## src/include/scope_params.svh

```systemverilog
//------------------------------
// widths, buffer size, register map, trigger source codes
// and reset values for the capture engine
//------------------------------
`ifndef SCOPE_PARAMS_SVH
`define SCOPE_PARAMS_SVH

`define SCOPE_DW          14             // adc sample width
`define SCOPE_AW          8              // 256 entries per channel
`define SCOPE_SUMW        32             // window accumulator
`define SCOPE_DECW        17
`define SCOPE_SHW         5
`define SCOPE_BUSW        32

// ------------------------------
// register offsets, address bits 19:0
`define SCOPE_REG_CTRL    20'h00000
`define SCOPE_REG_TRIG    20'h00004
`define SCOPE_REG_THR_A   20'h00008
`define SCOPE_REG_THR_B   20'h0000C
`define SCOPE_REG_DLY     20'h00010
`define SCOPE_REG_DEC     20'h00014
`define SCOPE_REG_WP_CUR  20'h00018
`define SCOPE_REG_WP_TRIG 20'h0001C
`define SCOPE_REG_HYST_A  20'h00020
`define SCOPE_REG_HYST_B  20'h00024
`define SCOPE_REG_AVG     20'h00028
`define SCOPE_REG_SHIFT   20'h00098

`define SCOPE_BUF_A       4'h1           // address bits 19:16
`define SCOPE_BUF_B       4'h2

// ------------------------------
// trigger source codes
`define SCOPE_SRC_NONE    4'd0
`define SCOPE_SRC_SW      4'd1
`define SCOPE_SRC_A_RISE  4'd2
`define SCOPE_SRC_A_FALL  4'd3
`define SCOPE_SRC_B_RISE  4'd4
`define SCOPE_SRC_B_FALL  4'd5

`define SCOPE_RST_THR_A   14'sd5000
`define SCOPE_RST_THR_B   (-14'sd5000)
`define SCOPE_RST_HYST    14'sd20
`define SCOPE_RST_DEC     17'd1
`define SCOPE_RST_AVG     1'b1
`define SCOPE_RST_SHIFT   5'd0
`define SCOPE_RST_DLY     32'd0

`define SCOPE_RD_LAT      4              // buffer read ack delay

`endif

```

## src/scope_pkg.sv

```systemverilog
//------------------------------
// shared types: samples, bus request/response,
// configuration, commands and status
//------------------------------
`include "scope_params.svh"

package scope_pkg;

   typedef logic signed [`SCOPE_DW-1:0] sample_t;

   typedef struct packed {
      sample_t a;
      sample_t b;
   } sample_pair_t;

   typedef struct packed {
      logic [`SCOPE_BUSW-1:0] addr;
      logic [`SCOPE_BUSW-1:0] wdata;
      logic                   wen;        // one-cycle strobes
      logic                   ren;
   } bus_req_t;

   typedef struct packed {
      logic [`SCOPE_BUSW-1:0] rdata;
      logic                   ack;
   } bus_rsp_t;

   typedef struct packed {
      sample_t                thr_a;
      sample_t                thr_b;
      sample_t                hyst_a;
      sample_t                hyst_b;
      logic [`SCOPE_DECW-1:0] dec;
      logic [`SCOPE_SHW-1:0]  shift;
      logic                   avg_en;
      logic [31:0]            dly;        // post-trigger samples
      logic                   keep;       // stay armed after capture
      logic [3:0]             src;
   } scope_cfg_t;

   typedef struct packed {
      logic arm;
      logic clr;
      logic sw_trig;
   } scope_cmd_t;

   typedef struct packed {
      logic                 armed;
      logic                 trig_pend;
      logic [`SCOPE_AW-1:0] wp;           // last written entry
      logic [`SCOPE_AW-1:0] wp_trig;
   } scope_stat_t;

endpackage

```

## src/scope_trigger.sv

```systemverilog
//------------------------------
// schmitt comparators, edge pulses, source select
//------------------------------
`timescale 1ns/10ps
`include "scope_params.svh"

module scope_trigger (
   input  logic                    adc_clk_i,
   input  logic                    adc_rstn_i,
   input  scope_pkg::sample_pair_t smp_i,
   input  logic                    smp_vld_i,
   input  scope_pkg::scope_cfg_t   cfg_i,
   input  logic                    sw_trig_i,
   output logic                    trig_o
);
   import scope_pkg::*;

   sample_t                   smp_ch [2];
   sample_t                   thr_ch [2];
   sample_t                   hys_ch [2];
   logic signed [`SCOPE_DW:0] lim_lo [2];        // one bit wider, no overflow
   logic signed [`SCOPE_DW:0] lim_hi [2];
   logic [3:0]                sch_q;             // {b_fall, b_rise, a_fall, a_rise}
   logic [3:0]                sch_d;
   logic [3:0]                edge_q;

   assign smp_ch[0] = smp_i.a;
   assign smp_ch[1] = smp_i.b;
   assign thr_ch[0] = cfg_i.thr_a;
   assign thr_ch[1] = cfg_i.thr_b;
   assign hys_ch[0] = cfg_i.hyst_a;
   assign hys_ch[1] = cfg_i.hyst_b;

   // hysteresis limits follow the config one cycle late
   always_ff @(posedge adc_clk_i) begin
      for (int ch = 0; ch < 2; ch++) begin
         lim_lo[ch] <= thr_ch[ch] - hys_ch[ch];
         lim_hi[ch] <= thr_ch[ch] + hys_ch[ch];
      end
   end

   always_ff @(posedge adc_clk_i) begin
      if (!adc_rstn_i) begin
         sch_q  <= '0;
         sch_d  <= '0;
         edge_q <= '0;
         trig_o <= 1'b0;
      end else begin
         if (smp_vld_i) begin
            for (int ch = 0; ch < 2; ch++) begin
               if (smp_ch[ch] >= thr_ch[ch])
                  sch_q[2*ch] <= 1'b1;               // rising, reached
               else if (smp_ch[ch] < lim_lo[ch])
                  sch_q[2*ch] <= 1'b0;               // rearm below hysteresis
               if (smp_ch[ch] <= thr_ch[ch])
                  sch_q[2*ch+1] <= 1'b1;             // falling, reached
               else if (smp_ch[ch] > lim_hi[ch])
                  sch_q[2*ch+1] <= 1'b0;
            end
         end
         sch_d  <= sch_q;
         edge_q <= sch_q & ~sch_d;                   // one-cycle set pulses

         case (cfg_i.src)
            `SCOPE_SRC_SW:     trig_o <= sw_trig_i;
            `SCOPE_SRC_A_RISE: trig_o <= edge_q[0];
            `SCOPE_SRC_A_FALL: trig_o <= edge_q[1];
            `SCOPE_SRC_B_RISE: trig_o <= edge_q[2];
            `SCOPE_SRC_B_FALL: trig_o <= edge_q[3];
            default:           trig_o <= 1'b0;       // none or unknown
         endcase
      end
   end

endmodule

```

## config.mk

```make
export PLATFORM = sky130hd
export DESIGN_NAME = scope_trigger
export DESIGN_NICKNAME = d
export VERILOG_FILES = /design/src/scope_pkg.sv /design/src/scope_trigger.sv
export VERILOG_INCLUDE_DIRS = /design/src /design/src/include
export SDC_FILE = /design/constraint.sdc
export NUM_CORES = 1
export LEC_CHECK = 0
export BUFFER_PORTS_ARGS = -buffer_cell sky130_fd_sc_hd__buf_2
export CAP_MARGIN = 20
export CORE_ASPECT_RATIO = 1.1
export CORE_MARGIN = 3
export CORE_UTILIZATION = 42
export CTS_CLUSTER_SIZE = 10
export DETAILED_ROUTE_END_ITERATION = 10
export PLACE_DENSITY_LB_ADDON = 0.1
export SLEW_MARGIN = 10
export SYNTH_ARGS = -nofsm -noshare
export SYNTH_HDL_FRONTEND = slang
export SYNTH_SLANG_ARGS = --single-unit
```

## constraint.sdc

```tcl
create_clock -name adc_clk_i -period 5.25 [get_ports adc_clk_i]
set_clock_uncertainty 0.2 [all_clocks]
set_input_delay 0.7875 -clock adc_clk_i [delete_from_list [all_inputs] [get_ports adc_clk_i]]
set_output_delay 0.7875 -clock adc_clk_i [all_outputs]
set_load 0.01 [all_outputs]
```

==> results_dict.tcl <==
set metrics [dict create \
    status "finished, final reports clean" \
    grt_usage_pct 17.93 \
    cts.sinks 71 \
    clk_pin_slew_ns 0.05 \
    grt_pass1_wl_mm 25.03 \
    path_cells "buf_2 > inv_1 > ha_1 > nor2b_1 > o311ai_1 > a2111oi_0 > nor3_1 > o221ai_1 > xnor2_1" \
    min_path_type "flop to flop" \
    ys.flop_type "dfxtp_1" \
    synth-seq-cells 71 \
    cp-end-kind "flop" \
    antenna_found_initial 0 \
    synth_area_um2 6485 \
    cts_tree "done" \
    wl_per_cell_um 14.36 \
    dr.pass1.iters 4 \
    ios 149 \
    yosys_warnings 0 \
    final_hold_viol_count 0 \
    synth_compound_area_share_pct 19.16 \
    cts_resized 0 \
    grt_setup_unrepaired "no" \
    seq_area_um2 1421 \
    diodes 0 \
    start_util_pct 42.91 \
    synth_xor_area_share_pct 5.672 \
    htree_levels 3 \
    fin_crit_sh_pct 57.38 \
    worstPathRequired_ns 5.26 \
    dpl.hpwl_mm 13.00 \
    synth_mux_area_share_pct 0.3280 \
    drtAntennaViolNets 0 \
    power.total_w 0.001912 \
    cts_buffers 9 \
    tightest_slew_ns 0.7235 \
    power.density_nw_per_um2 261.1 \
    grt_pass1_vias 5584 \
    multiInputGateArea_um2 4397 \
    fin_tns_setup_ns 0 \
    mostFrequentLayoutCells "145 x inv_1, 142 x ha_1, 92 x buf_2" \
    n_fill_cell 1494 \
    wirelength_mm 15.33 \
    arrival_ns 3.02 \
    synthArstFlopShare_pct 0 \
    max-slew-margin-rel_pct 50.52 \
    hold_buffers 0 \
    ys_seq_area_share_pct 21.92 \
    fmaxAchievable_mhz 331.9 \
    cp_max_fo 4 \
    clk_path_buf_depth 2 \
    grt_overflow 0 \
    layout_commonest_cell "inv_1" \
    synth_area_per_cell_um2 8.261 \
    place.gp.congestion 0.8181 \
    synth-simple-area-share_pct 14.01 \
    grt_max_degree 13 \
    fin_crit_ns 3.013 \
    leakagePower_nw 3.756 \
    slowest_stage "o311ai_1" \
    syn_to_final_growth_pct 12.91 \
    critical_path_class "input pin to flop" \
    root_buffer "clkbuf_16" \
    drv_slew 0 \
    synthAdderAreaFrac_pct 28.63 \
    insertion_delay_ns 0.33 \
    fin_nets 1164 \
    setup_viol 0 \
    die_x_um 124.5 \
    wl_met2_mm 7.757 \
    vdd_drop_max_v 0.0001500 \
    m1WireLength_mm 6.716 \
    synth_cells 785 \
    io_buffers 92 \
    synth-edff-count 0 \
    routed-wl-met3_um 501 \
    synth_top_family_by_area "adder cells" \
    via_per_inst 5.167 \
    die-area_um2 16970 \
    placementRows 47 \
    critPathLaunchType "input pin" \
    drc_errors 0 \
    layout-drive-gt1-share_pct 13.30 \
    worst-path-buf-inv 2 \
    detailroute.via_count 5518 \
    drt-initial-drc-count 240 \
    yosysUniqueCellTypes 61 \
    cts_setup_buffers 0 \
    core_area_um2 15110 \
    cp_slowest_stage_delay_ns 0.50 \
    syn_nets 1079 \
    highest_layer "met4" \
    cap_violations 0 \
    die_h_um 136.3 \
    crit_family "compound AO/OA/AOI/OAI gates" \
]
-- Yosys cell counts, types with 8 or more instances --
master | instances | area [µm²]
xnor2_1 | 32 | 280.3
nor3_1 | 16 | 80.08
nand4_1 | 10 | 62.56
nor2_1 | 60 | 225.2
a211oi_1 | 9 | 67.56
a31oi_1 | 8 | 50.05
ha_1 | 142 | 1777
o21ai_0 | 38 | 190.2
xor2_1 | 10 | 87.58
nand2b_1 | 15 | 93.84
dfxtp_1 | 71 | 1421
inv_1 | 145 | 544.3
nor2b_1 | 16 | 100.1
o21a_1 | 13 | 97.59
nand2_1 | 26 | 97.59
nand3_1 | 12 | 60.06
a21oi_1 | 47 | 235.2
-- sequential cells by signal (all words and copies together), names as in the netlist --
register and cells:
lim_lo 29, lim_hi 29, trig_o 1, edge_q 4, sch_d 4, sch_q 4
-- layer usage --
| layer | up-vias | track usage [%] |
|---|---|---|
| met5 | - | 0 |
| met4 | 0 | 7.125 |
| met3 | 23 | 2.043 |
| met2 | 113 | 34.28 |
| met1 | 2515 | 20.30 |
| li1 | 2867 | - |
-- where the power goes --
part,switching (W),internal [W]
logic,0.000393,0.000310
registers,0.0000270,0.000642
clock network,0.000215,0.000325
total,0.000635,0.00128
-- layout make-up --
type                    instances  area share [%]
multi-input cells             551           60.05
flip-flops and latches         71           19.41
inverters                     145           7.433
well taps                     196           3.349
repair buffers                 92           6.288
clock buffers                  12           3.366
clock inverters                 1          0.1025
-- per-stage QoR --
stage	cell area [µm²]	std cells	setup WS [ns]	hold slack, ns	util, %
floorplan	6485	785	2.547	0.1682	-
global placement	7068	1055	1.981	0.1739	46.77
detailed placement	7068	1055	1.919	0.1820	46.77
CTS	7322	1068	2.254	0.1867	48.45
global route	7322	1068	1.964	0.1889	48.45
finish	7322	1068	2.237	0.1824	48.45
-- kinds of logic after synthesis --
group | after synthesis
DFF | 71
buffers and inverters | 163
muxes | 2
xor gates and xnor gates | 42
adders and majority gates | 146
AOI/OAI and AO/OA | 180
and+or+nand+nor | 181
-- path summary, 6_finish.rpt --
| path | slack [ns] | start | cells past startpoint | end |
|---|---|---|---|---|
| worst min-delay path | 0.18 | sch_d[0]$_SDFF_PN0_ | 1 | edge_q[0]$_SDFF_PN0_ |
| worst max-delay path | 2.24 | cfg_i[61] | 9 | lim_hi[0][28]$_DFF_P_ |
| worst min register to register | 0.18 | sch_d[0]$_SDFF_PN0_ | 1 | edge_q[0]$_SDFF_PN0_ |
| worst max register to register | 3.27 | lim_lo[0][27]$_DFF_P_ | 8 | sch_q[2]$_SDFFE_PN0P_ |
No activity file was read; power rests on OpenSTA's default activity.
