[src/include/scope_params.svh]
//------------------------------
// widths, buffer size, register map, trigger source codes
// and reset values for the capture engine
//------------------------------
`ifndef SCOPE_PARAMS_SVH
`define SCOPE_PARAMS_SVH

`define SCOPE_DW          14             // adc sample width
`define SCOPE_AW          8              // 256 entries per channel
`define SCOPE_SUMW        32             // window accumulator
`define SCOPE_DECW        17
`define SCOPE_SHW         5
`define SCOPE_BUSW        32

// ------------------------------
// register offsets, address bits 19:0
`define SCOPE_REG_CTRL    20'h00000
`define SCOPE_REG_TRIG    20'h00004
`define SCOPE_REG_THR_A   20'h00008
`define SCOPE_REG_THR_B   20'h0000C
`define SCOPE_REG_DLY     20'h00010
`define SCOPE_REG_DEC     20'h00014
`define SCOPE_REG_WP_CUR  20'h00018
`define SCOPE_REG_WP_TRIG 20'h0001C
`define SCOPE_REG_HYST_A  20'h00020
`define SCOPE_REG_HYST_B  20'h00024
`define SCOPE_REG_AVG     20'h00028
`define SCOPE_REG_SHIFT   20'h00098

`define SCOPE_BUF_A       4'h1           // address bits 19:16
`define SCOPE_BUF_B       4'h2

// ------------------------------
// trigger source codes
`define SCOPE_SRC_NONE    4'd0
`define SCOPE_SRC_SW      4'd1
`define SCOPE_SRC_A_RISE  4'd2
`define SCOPE_SRC_A_FALL  4'd3
`define SCOPE_SRC_B_RISE  4'd4
`define SCOPE_SRC_B_FALL  4'd5

`define SCOPE_RST_THR_A   14'sd5000
`define SCOPE_RST_THR_B   (-14'sd5000)
`define SCOPE_RST_HYST    14'sd20
`define SCOPE_RST_DEC     17'd1
`define SCOPE_RST_AVG     1'b1
`define SCOPE_RST_SHIFT   5'd0
`define SCOPE_RST_DLY     32'd0

`define SCOPE_RD_LAT      4              // buffer read ack delay

`endif

[src/scope_pkg.sv]
//------------------------------
// shared types: samples, bus request/response,
// configuration, commands and status
//------------------------------
`include "scope_params.svh"

package scope_pkg;

   typedef logic signed [`SCOPE_DW-1:0] sample_t;

   typedef struct packed {
      sample_t a;
      sample_t b;
   } sample_pair_t;

   typedef struct packed {
      logic [`SCOPE_BUSW-1:0] addr;
      logic [`SCOPE_BUSW-1:0] wdata;
      logic                   wen;        // one-cycle strobes
      logic                   ren;
   } bus_req_t;

   typedef struct packed {
      logic [`SCOPE_BUSW-1:0] rdata;
      logic                   ack;
   } bus_rsp_t;

   typedef struct packed {
      sample_t                thr_a;
      sample_t                thr_b;
      sample_t                hyst_a;
      sample_t                hyst_b;
      logic [`SCOPE_DECW-1:0] dec;
      logic [`SCOPE_SHW-1:0]  shift;
      logic                   avg_en;
      logic [31:0]            dly;        // post-trigger samples
      logic                   keep;       // stay armed after capture
      logic [3:0]             src;
   } scope_cfg_t;

   typedef struct packed {
      logic arm;
      logic clr;
      logic sw_trig;
   } scope_cmd_t;

   typedef struct packed {
      logic                 armed;
      logic                 trig_pend;
      logic [`SCOPE_AW-1:0] wp;           // last written entry
      logic [`SCOPE_AW-1:0] wp_trig;
   } scope_stat_t;

endpackage

[src/scope_regs.sv]
//------------------------------
// register decode, config and command registers,
// readback and bus ack timing
//------------------------------
`timescale 1ns/10ps
`include "scope_params.svh"

module scope_regs (
   input  logic                   adc_clk_i,
   input  logic                   adc_rstn_i,
   input  scope_pkg::bus_req_t    bus_req_i,
   input  scope_pkg::scope_stat_t stat_i,
   input  logic                   done_i,
   input  scope_pkg::sample_t     rd_a_i,
   input  scope_pkg::sample_t     rd_b_i,
   output scope_pkg::scope_cfg_t  cfg_o,
   output scope_pkg::scope_cmd_t  cmd_o,
   output scope_pkg::bus_rsp_t    bus_rsp_o
);
   import scope_pkg::*;

   logic [19:0]              reg_off;
   logic [3:0]               region;
   logic                     buf_sel;
   logic [`SCOPE_BUSW-1:0]   wdata;
   logic [`SCOPE_BUSW-1:0]   reg_rdata;
   logic [`SCOPE_BUSW-1:0]   buf_rdata;
   logic [`SCOPE_BUSW-1:0]   rdata_q;
   logic [`SCOPE_RD_LAT-2:0] rd_pipe;              // buffer read in flight
   logic                     ack_q;
   scope_cfg_t               cfg_q;
   scope_cmd_t               cmd_q;

   assign reg_off = bus_req_i.addr[19:0];
   assign region  = reg_off[19:16];
   assign buf_sel = (region == `SCOPE_BUF_A) || (region == `SCOPE_BUF_B);
   assign wdata   = bus_req_i.wdata;

   // ------------------------------
   // configuration
   always_ff @(posedge adc_clk_i) begin
      if (!adc_rstn_i) begin
         cfg_q <= '{thr_a: `SCOPE_RST_THR_A, thr_b: `SCOPE_RST_THR_B,
                    hyst_a: `SCOPE_RST_HYST, hyst_b: `SCOPE_RST_HYST,
                    dec: `SCOPE_RST_DEC, shift: `SCOPE_RST_SHIFT,
                    avg_en: `SCOPE_RST_AVG, dly: `SCOPE_RST_DLY,
                    keep: 1'b0, src: `SCOPE_SRC_NONE};
      end else begin
         if (bus_req_i.wen) begin
            case (reg_off)
               `SCOPE_REG_CTRL:   cfg_q.keep   <= wdata[3];
               `SCOPE_REG_THR_A:  cfg_q.thr_a  <= wdata[`SCOPE_DW-1:0];
               `SCOPE_REG_THR_B:  cfg_q.thr_b  <= wdata[`SCOPE_DW-1:0];
               `SCOPE_REG_DLY:    cfg_q.dly    <= wdata;
               `SCOPE_REG_DEC:    cfg_q.dec    <= wdata[`SCOPE_DECW-1:0];
               `SCOPE_REG_HYST_A: cfg_q.hyst_a <= wdata[`SCOPE_DW-1:0];
               `SCOPE_REG_HYST_B: cfg_q.hyst_b <= wdata[`SCOPE_DW-1:0];
               `SCOPE_REG_AVG:    cfg_q.avg_en <= wdata[0];
               `SCOPE_REG_SHIFT:  cfg_q.shift  <= wdata[`SCOPE_SHW-1:0];
               default: ;
            endcase
         end
         if (bus_req_i.wen && (reg_off == `SCOPE_REG_TRIG))
            cfg_q.src <= wdata[3:0];
         else if (done_i || cmd_q.clr)
            cfg_q.src <= `SCOPE_SRC_NONE;          // one shot per capture
      end
   end

   // command pulses, one cycle after the write
   always_ff @(posedge adc_clk_i) begin
      if (!adc_rstn_i) begin
         cmd_q <= '0;
      end else begin
         cmd_q.arm     <= bus_req_i.wen && (reg_off == `SCOPE_REG_CTRL) && wdata[0];
         cmd_q.clr     <= bus_req_i.wen && (reg_off == `SCOPE_REG_CTRL) && wdata[1];
         cmd_q.sw_trig <= bus_req_i.wen && (reg_off == `SCOPE_REG_TRIG) &&
                          (wdata[3:0] == `SCOPE_SRC_SW);
      end
   end

   // ------------------------------
   // readback
   always_comb begin
      reg_rdata = '0;                              // unmapped reads zero
      case (reg_off)
         `SCOPE_REG_CTRL:    reg_rdata[3:0] = {cfg_q.keep, stat_i.trig_pend,
                                               1'b0, stat_i.armed};
         `SCOPE_REG_TRIG:    reg_rdata[3:0] = cfg_q.src;
         `SCOPE_REG_THR_A:   reg_rdata = `SCOPE_BUSW'(cfg_q.thr_a);
         `SCOPE_REG_THR_B:   reg_rdata = `SCOPE_BUSW'(cfg_q.thr_b);
         `SCOPE_REG_DLY:     reg_rdata = cfg_q.dly;
         `SCOPE_REG_DEC:     reg_rdata[`SCOPE_DECW-1:0] = cfg_q.dec;
         `SCOPE_REG_WP_CUR:  reg_rdata[`SCOPE_AW-1:0] = stat_i.wp;
         `SCOPE_REG_WP_TRIG: reg_rdata[`SCOPE_AW-1:0] = stat_i.wp_trig;
         `SCOPE_REG_HYST_A:  reg_rdata = `SCOPE_BUSW'(cfg_q.hyst_a);
         `SCOPE_REG_HYST_B:  reg_rdata = `SCOPE_BUSW'(cfg_q.hyst_b);
         `SCOPE_REG_AVG:     reg_rdata[0] = cfg_q.avg_en;
         `SCOPE_REG_SHIFT:   reg_rdata[`SCOPE_SHW-1:0] = cfg_q.shift;
         default: ;
      endcase
   end

   assign buf_rdata = `SCOPE_BUSW'((region == `SCOPE_BUF_B) ? rd_b_i : rd_a_i);

   // register ack after 1 cycle, buffer ack after SCOPE_RD_LAT
   always_ff @(posedge adc_clk_i) begin
      if (!adc_rstn_i) begin
         rd_pipe <= '0;
         ack_q   <= 1'b0;
      end else begin
         rd_pipe <= {rd_pipe[`SCOPE_RD_LAT-3:0], bus_req_i.ren && buf_sel};
         ack_q   <= (bus_req_i.wen || (bus_req_i.ren && !buf_sel)) ||
                    rd_pipe[`SCOPE_RD_LAT-2];
      end
   end

   always_ff @(posedge adc_clk_i) begin
      rdata_q <= rd_pipe[`SCOPE_RD_LAT-2] ? buf_rdata : reg_rdata;
   end

   assign cfg_o     = cfg_q;
   assign cmd_o     = cmd_q;
   assign bus_rsp_o = '{rdata: rdata_q, ack: ack_q};

endmodule

[config.mk]
export PLATFORM = sky130hd
export DESIGN_NAME = scope_regs
export DESIGN_NICKNAME = d
export VERILOG_FILES = /design/src/scope_pkg.sv /design/src/scope_regs.sv
export VERILOG_INCLUDE_DIRS = /design/src /design/src/include
export SDC_FILE = /design/constraint.sdc
export NUM_CORES = 1
export LEC_CHECK = 0
export ABC_AREA = 1
export BUFFER_PORTS_ARGS = -buffer_cell sky130_fd_sc_hd__buf_2
export CAP_MARGIN = 25
export CORE_ASPECT_RATIO = 0.5
export CORE_MARGIN = 2
export CORE_UTILIZATION = 42
export DETAILED_ROUTE_END_ITERATION = 6
export PLACE_DENSITY = 0.77
export SYNTH_ARGS = -nofsm -noshare
export SYNTH_HDL_FRONTEND = slang
export SYNTH_SLANG_ARGS = --single-unit
[constraint.sdc]
create_clock -name adc_clk_i -period 2.3 [get_ports adc_clk_i]
set_input_delay 0.46 -clock adc_clk_i [delete_from_list [all_inputs] [get_ports adc_clk_i]]
set_output_delay 0.46 -clock adc_clk_i [all_outputs]
set_load 0.05 [all_outputs]
==> metrics.md <==
| Metric | Value |
|---|---|
| Worst setup path end | cfg_o[75] |
| RSZ-0062 raised after global routing | false |
| Crit path cell chain | buf_2, nor2_1, nand2_1, nor2_8, buf_12, nand2_1, nor2_4, nand2_2, o21ai_0, a21oi_1 |
| Num CTS Buffers | 17 |
| Period Utilization, post-route | 0.8240 |
| Slew Limit Fails | 0 |
| Achievable Freq | 527.6 MHz |
| Clock H-tree levels | 4 |
| Synth unique cells | 32 |
| Ports | 267 |
| GP Congestion | 0.9900 |
| CTS tree | built |
| TritonCTS Sinks | 155 |
| Status | complete, no violations |
| Reg power frac | 0.464 |
| Nets | 1,381 |
| Worst Path Class, Setup | in2reg |
| Top post-synthesis cells by area | dfxtp_1 (42%), nand2_1 (8.9%), o21ai_0 (8.3%) |
| Root buf cell | clkbuf_16 |
| Mux cell area share after synthesis | 0 |
| CP max stage cell | nand2_2 |
| Synth warn | 0 |
| Prevailing post-synth register cell | dfxtp_1 |
| Starting Density | 0.4269 |
| Clock power frac | 0.482 |
| Post-Synth XOR/XNOR Area | 0 |
| First-pass GRT wire length | 39,790 um |
| Power Total | 5.791 mW |
| Worst Skew | 0.01223 ns |
| Most common cell in the netlist | nand2_1 |
| CP Capture Type | flop |
| Slew HR | 0.4800 |
| Post-synthesis sequential area ratio | 0.4198 |
| DRC viols | 0 |
| Gate power share | 0.053 |
| Vias in the first global route | 7,212 |
| Die area | 18,740 sq um |
| Synth Area in Simple Gates | 0.2837 |
| Final number of hold-violating endpoints | 0 |
| Post-DP HPWL | 19,580 um |
| Routed Antenna Nets | 0 |
| Clock tree buffer depth | 2 |
| Worst-path clk slew | 0.07 ns |
| Post-Syn Instances | 1,022 |
| CP Launch Type | input pin |
| Post-synthesis adder-cell area fraction | 0 |
| Cells after DPL | 1,481 |
| Post-synth top cells | nand2_1 (176), dfxtp_1 (155), o21ai_0 (122) |
| Worst Hold Class | in2reg |
| Net count of the mapped netlist | 1,137 |
| Number of DRC markers in iteration 0 | 782 |
| CP Data Arrival Time | 2.19 ns |
| Final setup viols | 0 |
| Net Sw Frac | 0.2538 |
| Routed len/inst | 17.26 um |
| Hold-fix buffers, CTS | 0 |
| Layout cell share with drive strength beyond 1 | 0.3026 |
| Die Y | 97.80 um |
| Worst vdd ir | 0.4987 mV |
| Fin Setup TNS | 0 ns |
| Initial antenna violation count | 0 |
| Row cnt | 34 |
| WHS Path Cells | 3 |
| Yosys top cell by area | dfxtp_1 |
| Worst reg-to-reg setup slack | 0.98 ns |
| P&R area growth vs syn | 28.66% |
| Post-synth ARST share | 0 |
| Max cap viols | 0 |
| Post-CTS sizing | 0 |
| R2R Path End | rdata_q[26] |
| Vias per cell | 5.285 |
| Largest net degree at the start of global routing | 81 |
| Worst setup path start | bus_req_i[47] |
| Global Route Usage Sum | 0.2774 |
| PwrDens | 609.0 nW/um^2 |
| FF-to-FF path depth | 4 |
| WHS | 0.2647 ns |
| Die W | 191.6 um |
| Top cell by count, worst path | nand2_1 |
| Worst-margin pin slew | 0.7799 ns |
| Clk_lat worst skew | 0.43 ns |
| Leakage power | 4.789 nW |
| CP Max Fanout | 28 |
| Via count | 7,996 |
| Mean Syn Cell Area | 7.232 sq um |
| Synth top area share | 0.4198 |
| Worst path max stage delay | 0.31 ns |
| Largest family of logic cells by synthesized area | simple AND/OR/NAND/NOR gates |
| WP data required | 2.60 ns |
| Post-CTS Setup Inserts | 0 |
| Post-synth EDFFs | 0 |
| P_int | 4.321 mW |
| P_sw | 1.470 mW |
| Number of diodes | 0 |
| Core area | 17,310 sq um |
| Final min period | 1.895 ns |
| Final wirelength | 26,110 um |
| Grt total ovfl | 0 |
| Fin cells | 1,513 |
| R2r startpoint | rd_pipe[2] |
| Number of iterations in the first detailed-routing pass | 5 |
| Area of the mapped netlist | 7391 sq um |
| Synth Area in Compound Gates | 0.1877 |
| #FFs+latches synth | 155 |
| IO Port Bufs | 254 |
state kept, by name, indices dropped and copies added, names as in the netlist:
name	count
rd_pipe	3
ack_q	1
cfg_o	116
rdata_q	32
cmd_o	3
layout by cell type (no fill, tap or decap), types with 20 or more instances in the layout:
master / count
nor3_1: 20
nand2_1: 176
buf_4: 30
nor2_1: 107
nand4_1: 64
inv_1: 107
dfxtp_1: 155
o21ai_0: 122
buf_2: 254
o21ai_1: 22
a21oi_1: 84
layer usage:
layer | up-vias | part of all wire | global-route usage
met5 | - | 0 | 0
met1 | 3727 | 0.45 | 0.3893
met2 | 359 | 0.45 | 0.4352
li1 | 3877 | - | -
met3 | 33 | 0.083 | 0.05428
met4 | 0 | 0.016 | 0.07692
power groups by stage:
stage	clock network [mW]	logic (mW)	registers [mW]
3_3_place_gp	0	0.297	2.75
6_report	2.79	0.309	2.69
2_1_floorplan	0	0.131	2.76
4_1_cts	2.82	0.303	2.69
5_1_grt	2.93	0.335	2.69
3_5_place_dp	0	0.302	2.75
kinds of logic (layout without fill, tap and decap cells):
family          Yosys count  in the layout
flops                   155            155
compound gates          258            258
simple gates            430            430
buf+inv                 179            436
cell type report:
type / count / area (sq um)
Clock inverter: 15 / 151.4
Tap cell: 234 / 292.8
Inverter: 114 / 427.9
Fill cell: 1666 / 7805
Timing Repair Buffer: 290 / 1617
Clock buffer: 17 / 425.4
Multi-Input combinational cell: 688 / 3492
Sequential cell: 155 / 3103
worst min-delay path by stage:
stage / from / to
2_1_floorplan: rd_pipe[0] / rd_pipe[1]
3_3_place_gp: rd_pipe[0] / rd_pipe[1]
3_5_place_dp: rd_pipe[0] / rd_pipe[1]
4_1_cts: bus_req_i[33] / cfg_o[36]
5_1_grt: bus_req_i[27] / cfg_o[30]
6_report: rd_b_i[10] / rdata_q[10]
metrics by stage:
stage / utilization / worst slack [ns] / area (sq um)
3_3_place_gp: 0.5159 / 0.03950 / 8932
3_5_place_dp: 0.5159 / -0.02197 / 8932
2_1_floorplan: - / 0.5848 / 7391
6_report: 0.5492 / 0.4047 / 9509
5_1_grt: 0.5492 / 0.1704 / 9509
4_1_cts: 0.5492 / 0.4275 / 9509
worst max-delay path, delay by kind of cell:
| family | cells | cell delay [ns] |
|---|---|---|
| AO/OA/AOI/OAI | 2 | 0.37 |
| buffers and inverters | 2 | 0.29 |
| AND/OR/NAND/NOR | 6 | 1.05 |
Note: power is estimated with default switching activity, not from simulation.
