==> config.mk <==
export PLATFORM = sky130hd
export DESIGN_NAME = scope_decimator
export DESIGN_NICKNAME = d
export VERILOG_FILES = /design/src/scope_pkg.sv /design/src/scope_decimator.sv
export VERILOG_INCLUDE_DIRS = /design/src /design/src/include
export SDC_FILE = /design/constraint.sdc
export NUM_CORES = 1
export LEC_CHECK = 0
export ABC_CLOCK_PERIOD_IN_PS = 9200
export BUFFER_PORTS_ARGS = -buffer_cell sky130_fd_sc_hd__buf_2
export CORE_MARGIN = 5
export CORE_UTILIZATION = 45
export DETAILED_ROUTE_END_ITERATION = 10
export GPL_TIMING_DRIVEN = 0
export PLACE_DENSITY = 0.67
export SLEW_MARGIN = 20
export SYNTH_ARGS = -nofsm -noshare
export SYNTH_HDL_FRONTEND = slang
export SYNTH_SLANG_ARGS = --single-unit
==> constraint.sdc <==
create_clock -name adc_clk_i -period 9.2 [get_ports adc_clk_i]
set_input_delay 0.92 -clock adc_clk_i [delete_from_list [all_inputs] [get_ports adc_clk_i]]
set_output_delay 0.92 -clock adc_clk_i [all_outputs]
set_load 0.03 [all_outputs]
==> src/include/scope_params.svh <==
//------------------------------
// widths, buffer size, register map, trigger source codes
// and reset values for the capture engine
//------------------------------
`ifndef SCOPE_PARAMS_SVH
`define SCOPE_PARAMS_SVH

`define SCOPE_DW          14             // adc sample width
`define SCOPE_AW          8              // 256 entries per channel
`define SCOPE_SUMW        32             // window accumulator
`define SCOPE_DECW        17
`define SCOPE_SHW         5
`define SCOPE_BUSW        32

// ------------------------------
// register offsets, address bits 19:0
`define SCOPE_REG_CTRL    20'h00000
`define SCOPE_REG_TRIG    20'h00004
`define SCOPE_REG_THR_A   20'h00008
`define SCOPE_REG_THR_B   20'h0000C
`define SCOPE_REG_DLY     20'h00010
`define SCOPE_REG_DEC     20'h00014
`define SCOPE_REG_WP_CUR  20'h00018
`define SCOPE_REG_WP_TRIG 20'h0001C
`define SCOPE_REG_HYST_A  20'h00020
`define SCOPE_REG_HYST_B  20'h00024
`define SCOPE_REG_AVG     20'h00028
`define SCOPE_REG_SHIFT   20'h00098

`define SCOPE_BUF_A       4'h1           // address bits 19:16
`define SCOPE_BUF_B       4'h2

// ------------------------------
// trigger source codes
`define SCOPE_SRC_NONE    4'd0
`define SCOPE_SRC_SW      4'd1
`define SCOPE_SRC_A_RISE  4'd2
`define SCOPE_SRC_A_FALL  4'd3
`define SCOPE_SRC_B_RISE  4'd4
`define SCOPE_SRC_B_FALL  4'd5

`define SCOPE_RST_THR_A   14'sd5000
`define SCOPE_RST_THR_B   (-14'sd5000)
`define SCOPE_RST_HYST    14'sd20
`define SCOPE_RST_DEC     17'd1
`define SCOPE_RST_AVG     1'b1
`define SCOPE_RST_SHIFT   5'd0
`define SCOPE_RST_DLY     32'd0

`define SCOPE_RD_LAT      4              // buffer read ack delay

`endif

==> src/scope_pkg.sv <==
//------------------------------
// shared types: samples, bus request/response,
// configuration, commands and status
//------------------------------
`include "scope_params.svh"

package scope_pkg;

   typedef logic signed [`SCOPE_DW-1:0] sample_t;

   typedef struct packed {
      sample_t a;
      sample_t b;
   } sample_pair_t;

   typedef struct packed {
      logic [`SCOPE_BUSW-1:0] addr;
      logic [`SCOPE_BUSW-1:0] wdata;
      logic                   wen;        // one-cycle strobes
      logic                   ren;
   } bus_req_t;

   typedef struct packed {
      logic [`SCOPE_BUSW-1:0] rdata;
      logic                   ack;
   } bus_rsp_t;

   typedef struct packed {
      sample_t                thr_a;
      sample_t                thr_b;
      sample_t                hyst_a;
      sample_t                hyst_b;
      logic [`SCOPE_DECW-1:0] dec;
      logic [`SCOPE_SHW-1:0]  shift;
      logic                   avg_en;
      logic [31:0]            dly;        // post-trigger samples
      logic                   keep;       // stay armed after capture
      logic [3:0]             src;
   } scope_cfg_t;

   typedef struct packed {
      logic arm;
      logic clr;
      logic sw_trig;
   } scope_cmd_t;

   typedef struct packed {
      logic                 armed;
      logic                 trig_pend;
      logic [`SCOPE_AW-1:0] wp;           // last written entry
      logic [`SCOPE_AW-1:0] wp_trig;
   } scope_stat_t;

endpackage

==> src/scope_decimator.sv <==
//------------------------------
// window summing and shift averaging per channel
//------------------------------
`timescale 1ns/10ps
`include "scope_params.svh"

module scope_decimator (
   input  logic                    adc_clk_i,
   input  logic                    adc_rstn_i,
   input  scope_pkg::sample_t      adc_a_i,
   input  scope_pkg::sample_t      adc_b_i,
   input  scope_pkg::scope_cfg_t   cfg_i,
   input  logic                    arm_i,
   output scope_pkg::sample_pair_t smp_o,
   output logic                    smp_vld_o
);
   import scope_pkg::*;

   logic signed [`SCOPE_SUMW-1:0] sum_a;
   logic signed [`SCOPE_SUMW-1:0] sum_b;
   logic [`SCOPE_DECW-1:0]        dec_cnt;
   logic                          win_done;

   assign win_done = (dec_cnt >= cfg_i.dec);

   always_ff @(posedge adc_clk_i) begin
      if (!adc_rstn_i) begin
         dec_cnt   <= '0;
         sum_a     <= '0;
         sum_b     <= '0;
         smp_vld_o <= 1'b0;
      end else begin
         if (win_done || arm_i) begin                // new window
            dec_cnt <= `SCOPE_DECW'(1);
            sum_a   <= `SCOPE_SUMW'(adc_a_i);
            sum_b   <= `SCOPE_SUMW'(adc_b_i);
         end else begin
            dec_cnt <= dec_cnt + `SCOPE_DECW'(1);
            sum_a   <= sum_a + `SCOPE_SUMW'(adc_a_i);
            sum_b   <= sum_b + `SCOPE_SUMW'(adc_b_i);
         end
         smp_vld_o <= win_done;                      // once per window
      end
   end

   // output sample, registered with the valid
   always_ff @(posedge adc_clk_i) begin
      if (cfg_i.avg_en) begin
         smp_o.a <= sample_t'(sum_a >>> cfg_i.shift);
         smp_o.b <= sample_t'(sum_b >>> cfg_i.shift);
      end else begin
         smp_o.a <= adc_a_i;                         // raw, each from its own channel
         smp_o.b <= adc_b_i;
      end
   end

endmodule

==> metrics, run 1 <==
crit-path leading delay family=compound AO/OA/AOI/OAI gates; clk slew on worst S/H paths=about 0.070 ns; clk_lat worst skew=0.37 ns; Avg Inst Size Synth=around 8.3 um2; Worst Path Required=9.45 ns; Critical R2R Launch=sum_a[0]; area grow syn2layout=11.2%; CP cell instances=buf_2 -> ha_1 -> fa_1 -> a211oi_1 -> o21bai_1 -> a21oi_2 -> nor4_1 -> a211oi_2 -> o21ai_1 -> o21a_1 -> a221oi_1 -> nor4b_1 -> or3_1; worst setup path startpoint=adc_a_i[0]; HP Class=flop to flop; final worst-path cycle share=between 40% and 50%; post-CTS setup buffers=0; antenna violations before repair=1; row count=between 50 and 60; grt ovf=0; Power, Total=1.78 mW; worst IR drop on VDD=0.0000676 V; Hold Crit Endpoint=dec_cnt[0]; Worst EP arrival=4.15 ns; # hold bufs at CTS=0; first-pass GRT wire length=44900 um; DIE AREA=between 20000 and 25000 um2; Max stage delay on crit path=0.43 ns; Syn Nets=1380; clk sink count=110; Adder-Cell Fraction of Synth Area=10.9%; Synth cell types=between 60 and 70; IO Count=about 180; Setup Viol. Count Final=0; H-tree levels=3; crit path time final=3.91 ns; Placer Congestion=0.998; Lkg Pwr=around 5 nW; FF+latch count, synth=110; largest family of logic cells by synthesized area=compound AO/OA/AOI/OAI gates; Reg2Reg Depth=12; R2R setup slack=5.66 ns; CTS max path bufs=2; Vert. Die Dim=156 um; core area=21000 um2; DP HPWL=22100 um; TritonCTS clock tree=built; Slew Viols, Final=0; WL/cell=18.6 um; layout cells sized above 1=a little over an eighth; Fin. Hold Viols=0; largest net degree at the start of global routing=23; # resized after CTS=0; Setup TNS Final=0 ns; number of max-cap violations=0; hold path startpoint=dec_cnt[0]; met1 WL=13200 um; top routing layer used=met4; most used flip-flop cell after synthesis=dfxtp_1; vias in the first global route=8406; Antenna Nets Post-Route=0; FMAX=256 MHz; unrepaired setup endpoints after global routing=false; Max-slew headroom=39.5%; Startpoint Class=primary input; initial core utilization=between 40% and 50%; Mapped Cells=1151; vias post-DR=8878; Crit Path Class=primary input to flop; FF-to-FF End=sum_a[30]; worst hold stages=1; status=finished clean; DRC viols=0; port buffer count=81; post-synthesis compound-gate area fraction=between 20% and 30%; Yosys Warn Count=0; fin nets=1472; diode count=0; met3 routed WL=1460 um; Critical-path top delay cell=fa_1; post-synthesis mux area share=17.7%; Worst-Margin Slew=0.907 ns; Clock Skew=0.0101 ns; Met2 Routed Length=13100 um; Inserted Clock Buffers=9; WL final=approximately 28000 um; DR vias/cell=roughly 5.8; CTS Root Cell=clkbuf_16; initial DRC count=683; Async SR Flop Fraction=0%; Cell Pwr Density=167 nW/um2; crit path max fanout=4; router iterations before antenna repair=5; Tot GR Track Use=23.0%; Seq/Total Area, Yosys=a little under a quarter; Worst setup EP type=flop; EDFF count, synth=0; Crit path buffers/inverters=1; Synth Cell Area=between 9000 and 10000 um2; Fill cells=between 2000 and 2500; xor-xnor portion of the synthesized cell area=6.31%; die width=156 um; Post-Synth Simple-Gate Area=15.3%
==> synthesized netlist by cell type, types with 6 or more instances <==
cell / count / share of area (%)
mux2i_1: 93 / 9.7
nand4_1: 13 / 0.85
o21bai_1: 9 / 0.71
a21oi_1: 119 / 6.2
nand3_1: 24 / 1.3
clkbuf_1: 46 / 1.8
nand2_1: 77 / 3.0
dfxtp_1: 110 / 23
a31oi_1: 16 / 1.0
ha_1: 80 / 10
o21a_1: 10 / 0.78
nor3_1: 6 / 0.31
o21ai_1: 16 / 0.84
and2_1: 10 / 0.65
nor2b_1: 37 / 2.4
and3_1: 9 / 0.59
xnor2_1: 37 / 3.4
buf_1: 10 / 0.39
nand2b_1: 12 / 0.78
o211ai_1: 13 / 1.0
buf_2: 11 / 0.57
a21o_1: 43 / 3.4
nor2_1: 102 / 4.0
mux4_2: 25 / 5.9
xor2_1: 32 / 2.9
inv_1: 33 / 1.3
a211oi_1: 20 / 1.6
mux2_2: 18 / 2.1
o21ai_0: 63 / 3.3
==> placed cells by master (no fill, tap or decap), types with 4 or more instances in the layout <==
cell         n
o211ai_1    13
nand3_1     24
nand2_1     77
xnor2_1     37
o21a_1      10
a31oi_1     16
nand4_1     13
xor2_1      32
buf_2       92
a211oi_1    20
o21bai_1     9
and3_1       9
clkbuf_1    46
nor2b_1     37
a21oi_1    119
o211a_1      4
nor3_1       6
a21o_1      43
mux4_2      25
and2_1      10
ha_1        80
inv_1       33
mux2i_1     93
o21ai_0     63
buf_1       10
clkbuf_16    9
nand2b_1    12
nor2_1     102
dfxtp_1    110
o21ai_1     16
mux2_2      18
==> cell families (layout without fill, tap and decap cells) <==
kind of cell,Yosys count,in the layout
mux,136,136
simple gates,308,308
flops,110,110
fa+ha+maj,82,82
compound gates,344,344
xor+xnor,69,69
buf+inv,102,199
==> how the worst max path moves through the flow <==
stage                      endpoint  slack [ns]  cells past startpoint
after floorplan           sum_a[30]        5.65                     12
after global routing      sum_a[30]        5.17                     13
after global placement    sum_a[30]        5.02                     13
final                     sum_a[30]        5.29                     13
after CTS                 sum_a[30]        5.32                     13
after detailed placement  sum_a[30]        4.94                     13
==> per-stage QoR <==
stage                     utilization [%]  cells  hold WS (ns)  instance area, um2  setup slack, ns
after global placement               49.1   1507         0.497               10300             5.02
after CTS                            50.7   1523         0.521               10600             5.32
after global routing                 50.7   1523         0.554               10600             5.17
final                                50.7   1523         0.525               10600             5.29
after floorplan                         -   1151         0.470                9580             5.65
after detailed placement             49.1   1507         0.509               10300             4.94
==> flip-flops by register name, indices dropped and copies added, names as in the netlist <==
signal / flops
sum_b: 32
dec_cnt: 17
sum_a: 32
smp_vld_o: 1
smp_o: 28
==> worst register-to-register path: stages, from the launching register on <==
cell and delay [ns]:
dfxtp_1 0.32, ha_1 0.20, fa_1 0.43, a211oi_1 0.34, o21bai_1 0.15, a21oi_2 0.24
nor4_1 0.12, a211oi_2 0.43, o21ai_1 0.19, o21a_1 0.25, a221oi_1 0.33, nor4b_1 0.09
or3_1 0.34
==> final cells by class <==
class | instances | area [um2] | share of cell area, %
flip-flops and latches | 110 | 2200 | 20.7
inverters | 35 | 131 | 1.23
well taps | 275 | 344 | 3.23
multi-input cells | 939 | 6980 | 65.5
repair buffers | 81 | 405 | 3.81
plain buffers | 67 | 265 | 2.49
clock buffers | 9 | 225 | 2.11
clock inverters | 7 | 97.6 | 0.916
==> power breakdown <==
group | internal, mW | total [mW] | switching (mW)
registers | 0.534 | 0.581 | 0.0470
logic | 0.325 | 0.765 | 0.440
clock network | 0.240 | 0.433 | 0.193
total | 1.10 | 1.78 | 0.680
==> routing by layer <==
layer | GRT usage (%) | vias up
li1 | - | 4387
met1 | 31.8 | 4190
met4 | 6.67 | 0
met5 | 0 | -
met3 | 2.64 | 39
met2 | 38.1 | 262
No activity file was read; power rests on OpenSTA's default activity.
==> inputs of run 2 (changes only) <==
--- a/config.mk
+++ b/config.mk
@@ -6,13 +6,14 @@
 export SDC_FILE = /design/constraint.sdc
 export NUM_CORES = 1
 export LEC_CHECK = 0
-export ABC_CLOCK_PERIOD_IN_PS = 9200
+export ABC_AREA = 1
+export ABC_CLOCK_PERIOD_IN_PS = 3590
 export BUFFER_PORTS_ARGS = -buffer_cell sky130_fd_sc_hd__buf_2
 export CORE_MARGIN = 5
 export CORE_UTILIZATION = 45
 export DETAILED_ROUTE_END_ITERATION = 10
 export GPL_TIMING_DRIVEN = 0
-export PLACE_DENSITY = 0.67
+export PLACE_DENSITY = 0.68
 export SLEW_MARGIN = 20
 export SYNTH_ARGS = -nofsm -noshare
 export SYNTH_HDL_FRONTEND = slang
==> constraint.sdc (replaced) <==
create_clock -name adc_clk_i -period 3.59 [get_ports adc_clk_i]
set_input_delay 0.359 -clock adc_clk_i [delete_from_list [all_inputs] [get_ports adc_clk_i]]
set_output_delay 0.359 -clock adc_clk_i [all_outputs]
set_load 0.03 [all_outputs]
==> run 2 against run 1 <==
- worst hold slack lost 0.29 ns
- total power grew to 2.7 times the previous value
- count of clock-buffer cells in the layout did not move
- sequential share of layout area is 4.1 points lower
- worst setup slack worse by 3.8 ns
- critical path type is now flop to flop
- highest routed layer is now met5
==> metrics, run 2 <==
status=finished clean (unchanged); number of max-cap violations=0 (unchanged); final worst slack=1.46 ns (was 5.29 ns); CTS Root Cell=clkbuf_16 (unchanged); crit path time final=around 2.1 ns; WL/cell=17.8 um (was 18.6 um); die width=174 um (was 156 um); Slew Viols, Final=0 (unchanged); Clock Skew=0.0123 ns (was 0.0101 ns); area grow syn2layout=9.32% (was 11.2%); clk_lat worst skew=0.38 ns (was 0.37 ns); Seq/Total Area, Yosys=18.1% (was 23.0%); DRC viols=0 (unchanged); first-pass GRT wire length=71100 um (was 44900 um); most used flip-flop cell after synthesis=dfxtp_1 (unchanged); Antenna Nets Post-Route=0 (unchanged); port buffer count=77 (was 81); core area=26800 um2 (was 21000 um2); FF+latch count, synth=110 (unchanged); Max-slew headroom=31.1% (was 39.5%); Async SR Flop Fraction=0% (unchanged); Startpoint Class=flop (was primary input); HP Class=primary input to flop (was flop to flop); most frequent cells in the layout=nand2_1 (873), nand3_1 (293), inv_1 (285), dfxtp_1 (110), buf_2 (103) (was a21oi_1 (119), dfxtp_1 (110), nor2_1 (102), mux2i_1 (93), buf_2 (92)); Worst EP arrival=2.44 ns (was 4.15 ns); Synth area leader=nand2_1 (was dfxtp_1); most common library cells after synthesis=nand2_1 (873), nand3_1 (293), inv_1 (285), dfxtp_1 (110), nor2_1 (100) (was a21oi_1 (119), dfxtp_1 (110), nor2_1 (102), mux2i_1 (93), ha_1 (80)); TritonCTS clock tree=built (unchanged); Worst Path Required=3.90 ns (was 9.45 ns); Synth Cell Area=12100 um2 (was 9580 um2); Crit Path Class=flop to flop (was primary input to flop); diode count=0 (unchanged); Synth cell types=45 (was 66); Worst setup EP type=flop (unchanged); H-tree levels=3 (unchanged); EDFF count, synth=0 (unchanged); vias in the first global route=12800 (was 8406); router iterations before antenna repair=8 (was 5); antenna violations before repair=1 (unchanged); Yosys Warn Count=0 (unchanged); pre-CTS setup slack=1.12 ns (was 4.94 ns); grt ovf=0 (unchanged); # hold bufs at CTS=0 (unchanged); clk slew on worst S/H paths=0.08 ns (was 0.07 ns); commonest non-fill, non-tap cell in the layout=nand2_1 (was a21oi_1); Vert. Die Dim=174 um (was 156 um); Syn Nets=2380 (was 1380); IO Count=176 (unchanged); clk sink count=110 (unchanged); Placer Congestion=1.03 (was 0.998); worst IR drop on VDD=0.000284 V (was 0.0000676 V); post-layout utilization of the core=49.6% (was 50.7%); largest net degree at the start of global routing=22 (was 23); Lkg Pwr=7.47 nW (was 4.88 nW); top flop regs=sum_a (32), sum_b (32), smp_o (28) (unchanged); WL final=46000 um (was 28300 um); layout cells sized above 1=10.2% (was 13.2%); crit path max fanout=10 (was 4); initial core utilization=45.3% (was 45.6%); DP HPWL=37200 um (was 22100 um); Worst-Margin Slew=1.03 ns (was 0.907 ns); most common cell in the netlist=nand2_1 (was a21oi_1); final worst-path cycle share=between 50 and 60%; Setup Viol. Count Final=0 (unchanged); post-CTS setup buffers=0 (unchanged); Tot GR Track Use=29.6% (was 23.0%); CTS max path bufs=2 (unchanged); fin nets=2468 (was 1472); row count=60 (was 53); Avg Inst Size Synth=5.65 um2 (was 8.32 um2); Power, Total=4.80 mW (was 1.78 mW); Mapped Cells=2151 (was 1151); # resized after CTS=0 (unchanged); FMAX=469 MHz; DR vias/cell=5.39 (was 5.83); DIE AREA=30400 um2 (was 24300 um2); initial DRC count=1176 (was 683); unrepaired setup endpoints after global routing=false (unchanged); Inserted Clock Buffers=9 (unchanged); vias post-DR=13900 (was 8878); Synth area leaders=nand2_1 (27%), dfxtp_1 (18%), nand3_1 (12%) (was dfxtp_1 (23%), ha_1 (10%), mux2i_1 (9.7%)); Yosys top cell area share=27.0% (was 23.0%); Setup TNS Final=0 ns (unchanged); Fin. Hold Viols=0 (unchanged); Cell Pwr Density=361 nW/um2 (was 167 nW/um2)
==> run 2: changes by cell type after synthesis, sizes merged, moves of 22 or more <==
| cell | change |
|---|---|
| a211oi | -22 |
| a21o | -40 |
| a21oi | -30 |
| buf | +40 |
| clkbuf | -31 |
| inv | +257 |
| mux2i | -93 |
| mux4 | -25 |
| nand2 | +820 |
| nand3 | +273 |
| nor2b | -37 |
| o21ai | -23 |
| xnor2 | -23 |
==> run 2: metal layers <==
metal  track usage [%]  vias to the layer above  routed length (um)
met5                 0                        -                  13
met4              9.04                        2                1390
met3              7.05                       71                4200
met2              45.8                      578               19500
met1              40.8                     6292               20900
li1                  -                     6982                   -
==> run 2: final cells by class <==
cell class,count,area [um2]
multi-input cells,1672,8360
plain buffers,76,478
repair buffers,77,385
flip-flops and latches,110,2200
fillers,2958,13500
well taps,341,427
inverters,293,1100
clock buffers,9,225
clock inverters,7,95.1
==> run 2: worst paths after layout <==
check,start,to,slack [ns],cells past startpoint
worst max register to register,dec_cnt[10],sum_b[0],1.46,9
worst min register to register,dec_cnt[13],dec_cnt[13],0.52,2
worst min-delay path,adc_a_i[2],smp_o[16],0.23,3
worst max-delay path,dec_cnt[10],sum_b[0],1.46,9
==> run 2: per-stage QoR <==
step                hold slack [ns]  cell area, um2  instances
floorplan                     0.462           12100       2151
global placement              0.494           13000       2569
finish                        0.233           13300       2585
global route                  0.236           13300       2585
detailed placement            0.501           13000       2569
CTS                           0.225           13300       2585
==> run 2: report_power, final <==
group / internal [mW] / switching, mW / total (mW)
logic: 0.710 / 1.48 / 2.19
registers: 1.34 / 0.105 / 1.45
clock network: 0.617 / 0.549 / 1.17
==> run 2: cells by family after synthesis <==
family | Yosys count | synth area share (%)
AOI/OAI and AO/OA | 182 | 9.55
buffers and inverters | 369 | 13.0
DFF | 110 | 18.1
and+or+nand+nor | 1374 | 48.3
adders and majority gates | 82 | 8.57
xor gates and xnor gates | 34 | 2.45
==> run 2: worst max-delay path: stages (launching register included) <==
cell and delay [ns]:
dfxtp_1 0.47, ha_1 0.30, a21oi_1 0.13, o21ai_1 0.09
a21oi_2 0.21, nand3_4 0.19, inv_4 0.19, buf_4 0.26
nand2_1 0.10, a21oi_2 0.11
==> inputs of run 3 (changes only) <==
--- a/config.mk
+++ b/config.mk
@@ -6,14 +6,14 @@
 export SDC_FILE = /design/constraint.sdc
 export NUM_CORES = 1
 export LEC_CHECK = 0
-export ABC_AREA = 1
-export ABC_CLOCK_PERIOD_IN_PS = 3590
+export ABC_AREA = 0
+export ABC_CLOCK_PERIOD_IN_PS = 1900
 export BUFFER_PORTS_ARGS = -buffer_cell sky130_fd_sc_hd__buf_2
 export CORE_MARGIN = 5
 export CORE_UTILIZATION = 45
 export DETAILED_ROUTE_END_ITERATION = 10
 export GPL_TIMING_DRIVEN = 0
-export PLACE_DENSITY = 0.68
+export PLACE_DENSITY = 0.69
 export SLEW_MARGIN = 20
 export SYNTH_ARGS = -nofsm -noshare
 export SYNTH_HDL_FRONTEND = slang
==> constraint.sdc (replaced) <==
create_clock -name adc_clk_i -period 1.9 [get_ports adc_clk_i]
set_input_delay 0.19 -clock adc_clk_i [delete_from_list [all_inputs] [get_ports adc_clk_i]]
set_output_delay 0.19 -clock adc_clk_i [all_outputs]
set_load 0.03 [all_outputs]
==> run 3 against run 2 <==
- the run now ends with setup timing left
- count of clock-buffer cells in the layout up 2
- fmax down 27%
- combinational power up 100%
- cell count down 39%
- worst setup slack worse by 2.5 ns
- clock power up 63%
- register-to-register slack worse by 2.5 ns
- core utilization up 7.8 points
- via count down 33%
==> metrics, run 3 (synthesized netlist as in run 1, its figures left out) <==
Placer Congestion=1.02 (was 1.03); vias in the first global route=8950 (was 12800); Worst Path Required=2.15 ns (was 3.90 ns); hold path startpoint=adc_a_i[3] (was adc_a_i[2]); initial DRC count=882 (was 1176); Critical R2R Launch=sum_a[0] (was dec_cnt[10]); unrepaired setup endpoints after global routing=true (was false); top flop regs=sum_a (32), sum_b (32), smp_o (28) (unchanged); FF-to-FF End=sum_a[28] (was sum_b[0]); Max stage delay on crit path=0.38 ns (was 0.47 ns); Worst EP arrival=3.16 ns (was 2.44 ns); Crit path buffers/inverters=2 (unchanged); TritonCTS clock tree=built (unchanged); DRC viols=0 (unchanged); Critical-path top delay cell=fa_2 (was dfxtp_1); Fill cells=1821 (was 2958); CTS max path bufs=2 (unchanged); antenna violations before repair=0 (was 1); DR vias/cell=5.97 (was 5.39); fin nets=1518 (was 2468); vias post-DR=9373 (was 13900); violated checks=setup timing; area post-placement=10600 um2 (was 13000 um2); Inserted Clock Buffers=9 (unchanged); layout cells sized above 1=27.7% (was 10.2%); clk_lat worst skew=0.37 ns (was 0.38 ns); CP cell instances=ha_4 -> fa_2 -> a211oi_2 -> o21bai_1 -> a21oi_2 -> nor4_2 -> a211oi_2 -> buf_4 -> buf_6 -> o21a_1 -> o221ai_2 -> a211oi_2 -> mux2i_1 -> o211ai_1 (was ha_1 -> a21oi_1 -> o21ai_1 -> a21oi_2 -> nand3_4 -> inv_4 -> buf_4 -> nand2_1 -> a21oi_2); final worst-path cycle share=153% (was 59.4%); crit-path leading delay family=compound AO/OA/AOI/OAI gates (unchanged); Fin. Hold Viols=0 (unchanged); Slew Viols, Final=0 (unchanged); worst setup path startpoint=sum_a[0] (was dec_cnt[10]); Worst setup EP type=flop (unchanged); Tot GR Track Use=23.9% (was 29.6%); worst hold stages=3 (unchanged); first-pass GRT wire length=47100 um (was 71100 um); FMAX=343 MHz (was 469 MHz); Reg2Reg Depth=14 (was 9); Cell Pwr Density=762 nW/um2 (was 361 nW/um2); area grow syn2layout=25.8% (was 9.32%); crit path time final=2.92 ns (was 2.13 ns); Worst-Margin Slew=0.684 ns (was 1.03 ns); CTS Root Cell=clkbuf_16 (unchanged); DIE AREA=24300 um2 (was 30400 um2); Final Cell Area=12100 um2 (was 13300 um2); Crit path top cell by count=a211oi_2 (was a21oi_2); WL/cell=19.6 um (was 17.8 um); Lkg Pwr=5.39 nW (was 7.47 nW); router iterations before antenna repair=5 (was 8); number of max-cap violations=0 (unchanged); H-tree levels=3 (unchanged); HP Class=primary input to flop (unchanged); commonest non-fill, non-tap cell in the layout=a21oi_1 (was nand2_1); IO Count=176 (unchanged); diode count=0 (unchanged); Startpoint Class=flop (unchanged); most frequent cells in the layout=a21oi_1 (101), dfxtp_1 (94), mux2i_1 (89), nor2_1 (87), buf_2 (83) (was nand2_1 (873), nand3_1 (293), inv_1 (285), dfxtp_1 (110), buf_2 (103)); Crit Path Class=flop to flop (unchanged); Max-slew headroom=54.4% (was 31.1%); DP HPWL=22300 um (was 37200 um); Setup Viol. Count Final=81 (was 0); row count=53 (was 60); initial core utilization=45.6% (was 45.3%); core area=21000 um2 (was 26800 um2); Antenna Nets Post-Route=0 (unchanged); port buffer count=81 (was 77); R2R setup slack=-1.02 ns (was 1.46 ns); WL final=30800 um (was 46000 um); largest net degree at the start of global routing=23 (was 22); grt ovf=0 (unchanged); worst IR drop on VDD=0.000337 V (was 0.000284 V); pre-CTS setup slack=-1.24 ns (was 1.12 ns); post-layout utilization of the core=57.3% (was 49.6%); crit path max fanout=2 (was 10); Vert. Die Dim=156 um (was 174 um); Storage cell area=2230 um2 (was 2200 um2); multi-input logic area=7660 um2 (was 8360 um2); status=finished with violations (was finished clean); die width=156 um (was 174 um); Clock Skew=0.0108 ns (was 0.0123 ns); Hold Crit Endpoint=smp_o[17] (was smp_o[16]); final worst slack=-1.02 ns (was 1.46 ns); clk sink count=110 (unchanged); clk slew on worst S/H paths=0.08 ns (about the same)
## run 3: layout make-up
type | count | area share [%]
plain buffers | 66 | 3.94
clock buffers | 11 | 2.10
clock inverters | 5 | 0.353
inverters | 35 | 1.09
multi-input cells | 939 | 63.6
flip-flops and latches | 110 | 18.5
well taps | 275 | 2.86
repair buffers | 128 | 7.56
## run 3: worst max path at each step
stage,to,slack [ns],depth (start not counted)
finish,sum_a[28],-1.02,14
global route,sum_a[28],-1.18,14
CTS,sum_a[30],-0.94,13
detailed placement,sum_a[30],-1.24,13
global placement,sum_a[30],-1.25,10
floorplan,sum_a[30],-0.78,12
## run 3: through the flow
step | TNS, ns | hold WS [ns] | total power, mW | instances
finish | -55.58 | 0.112 | 9.18 | 1569
detailed placement | -93.79 | 0.475 | 6.64 | 1507
global placement | -95.95 | 0.476 | 6.57 | 1507
global route | -63.13 | 0.115 | 9.67 | 1569
CTS | -51.44 | 0.0999 | 8.78 | 1549
floorplan | -35.85 | 0.314 | 5.73 | 1151
## run 3: worst reg2reg max path, stage by stage (launching register included)
cell	delay, ns
dfxtp_2	0.34
ha_4	0.16
fa_2	0.38
a211oi_2	0.23
o21bai_1	0.13
a21oi_2	0.20
nor4_2	0.07
a211oi_2	0.14
buf_4	0.17
buf_6	0.11
o21a_1	0.16
o221ai_2	0.15
a211oi_2	0.26
mux2i_1	0.22
o211ai_1	0.10
## run 3: repair_timing
| item | 4_1_cts | 5_1_grt |
|---|---|---|
| hold buffers | 0 | 0 |
| pin swaps | 28 | 39 |
| gates cloned | 0 | 6 |
| buffers inserted | 27 | 14 |
| endpoints found under the setup margin | 110 | 110 |
| gates resized for setup | 63 | 155 |
## run 3: metal layers
layer / GRT usage (%) / part of all wire, % / up-vias
li1: - / - / 4486
met1: 32.9 / 45 / 4504
met2: 39.8 / 47 / 332
met3: 2.64 / 6.0 / 51
met4: 6.71 / 2.0 / 0
met5: 0 / 0 / -
## run 3: power by group
part | internal (mW) | switching (mW) | leakage [nW]
clock network | 0.975 | 0.935 | 0.142
registers | 2.59 | 0.245 | 0.922
logic | 1.97 | 2.46 | 4.32
total | 5.54 | 3.64 | 5.39
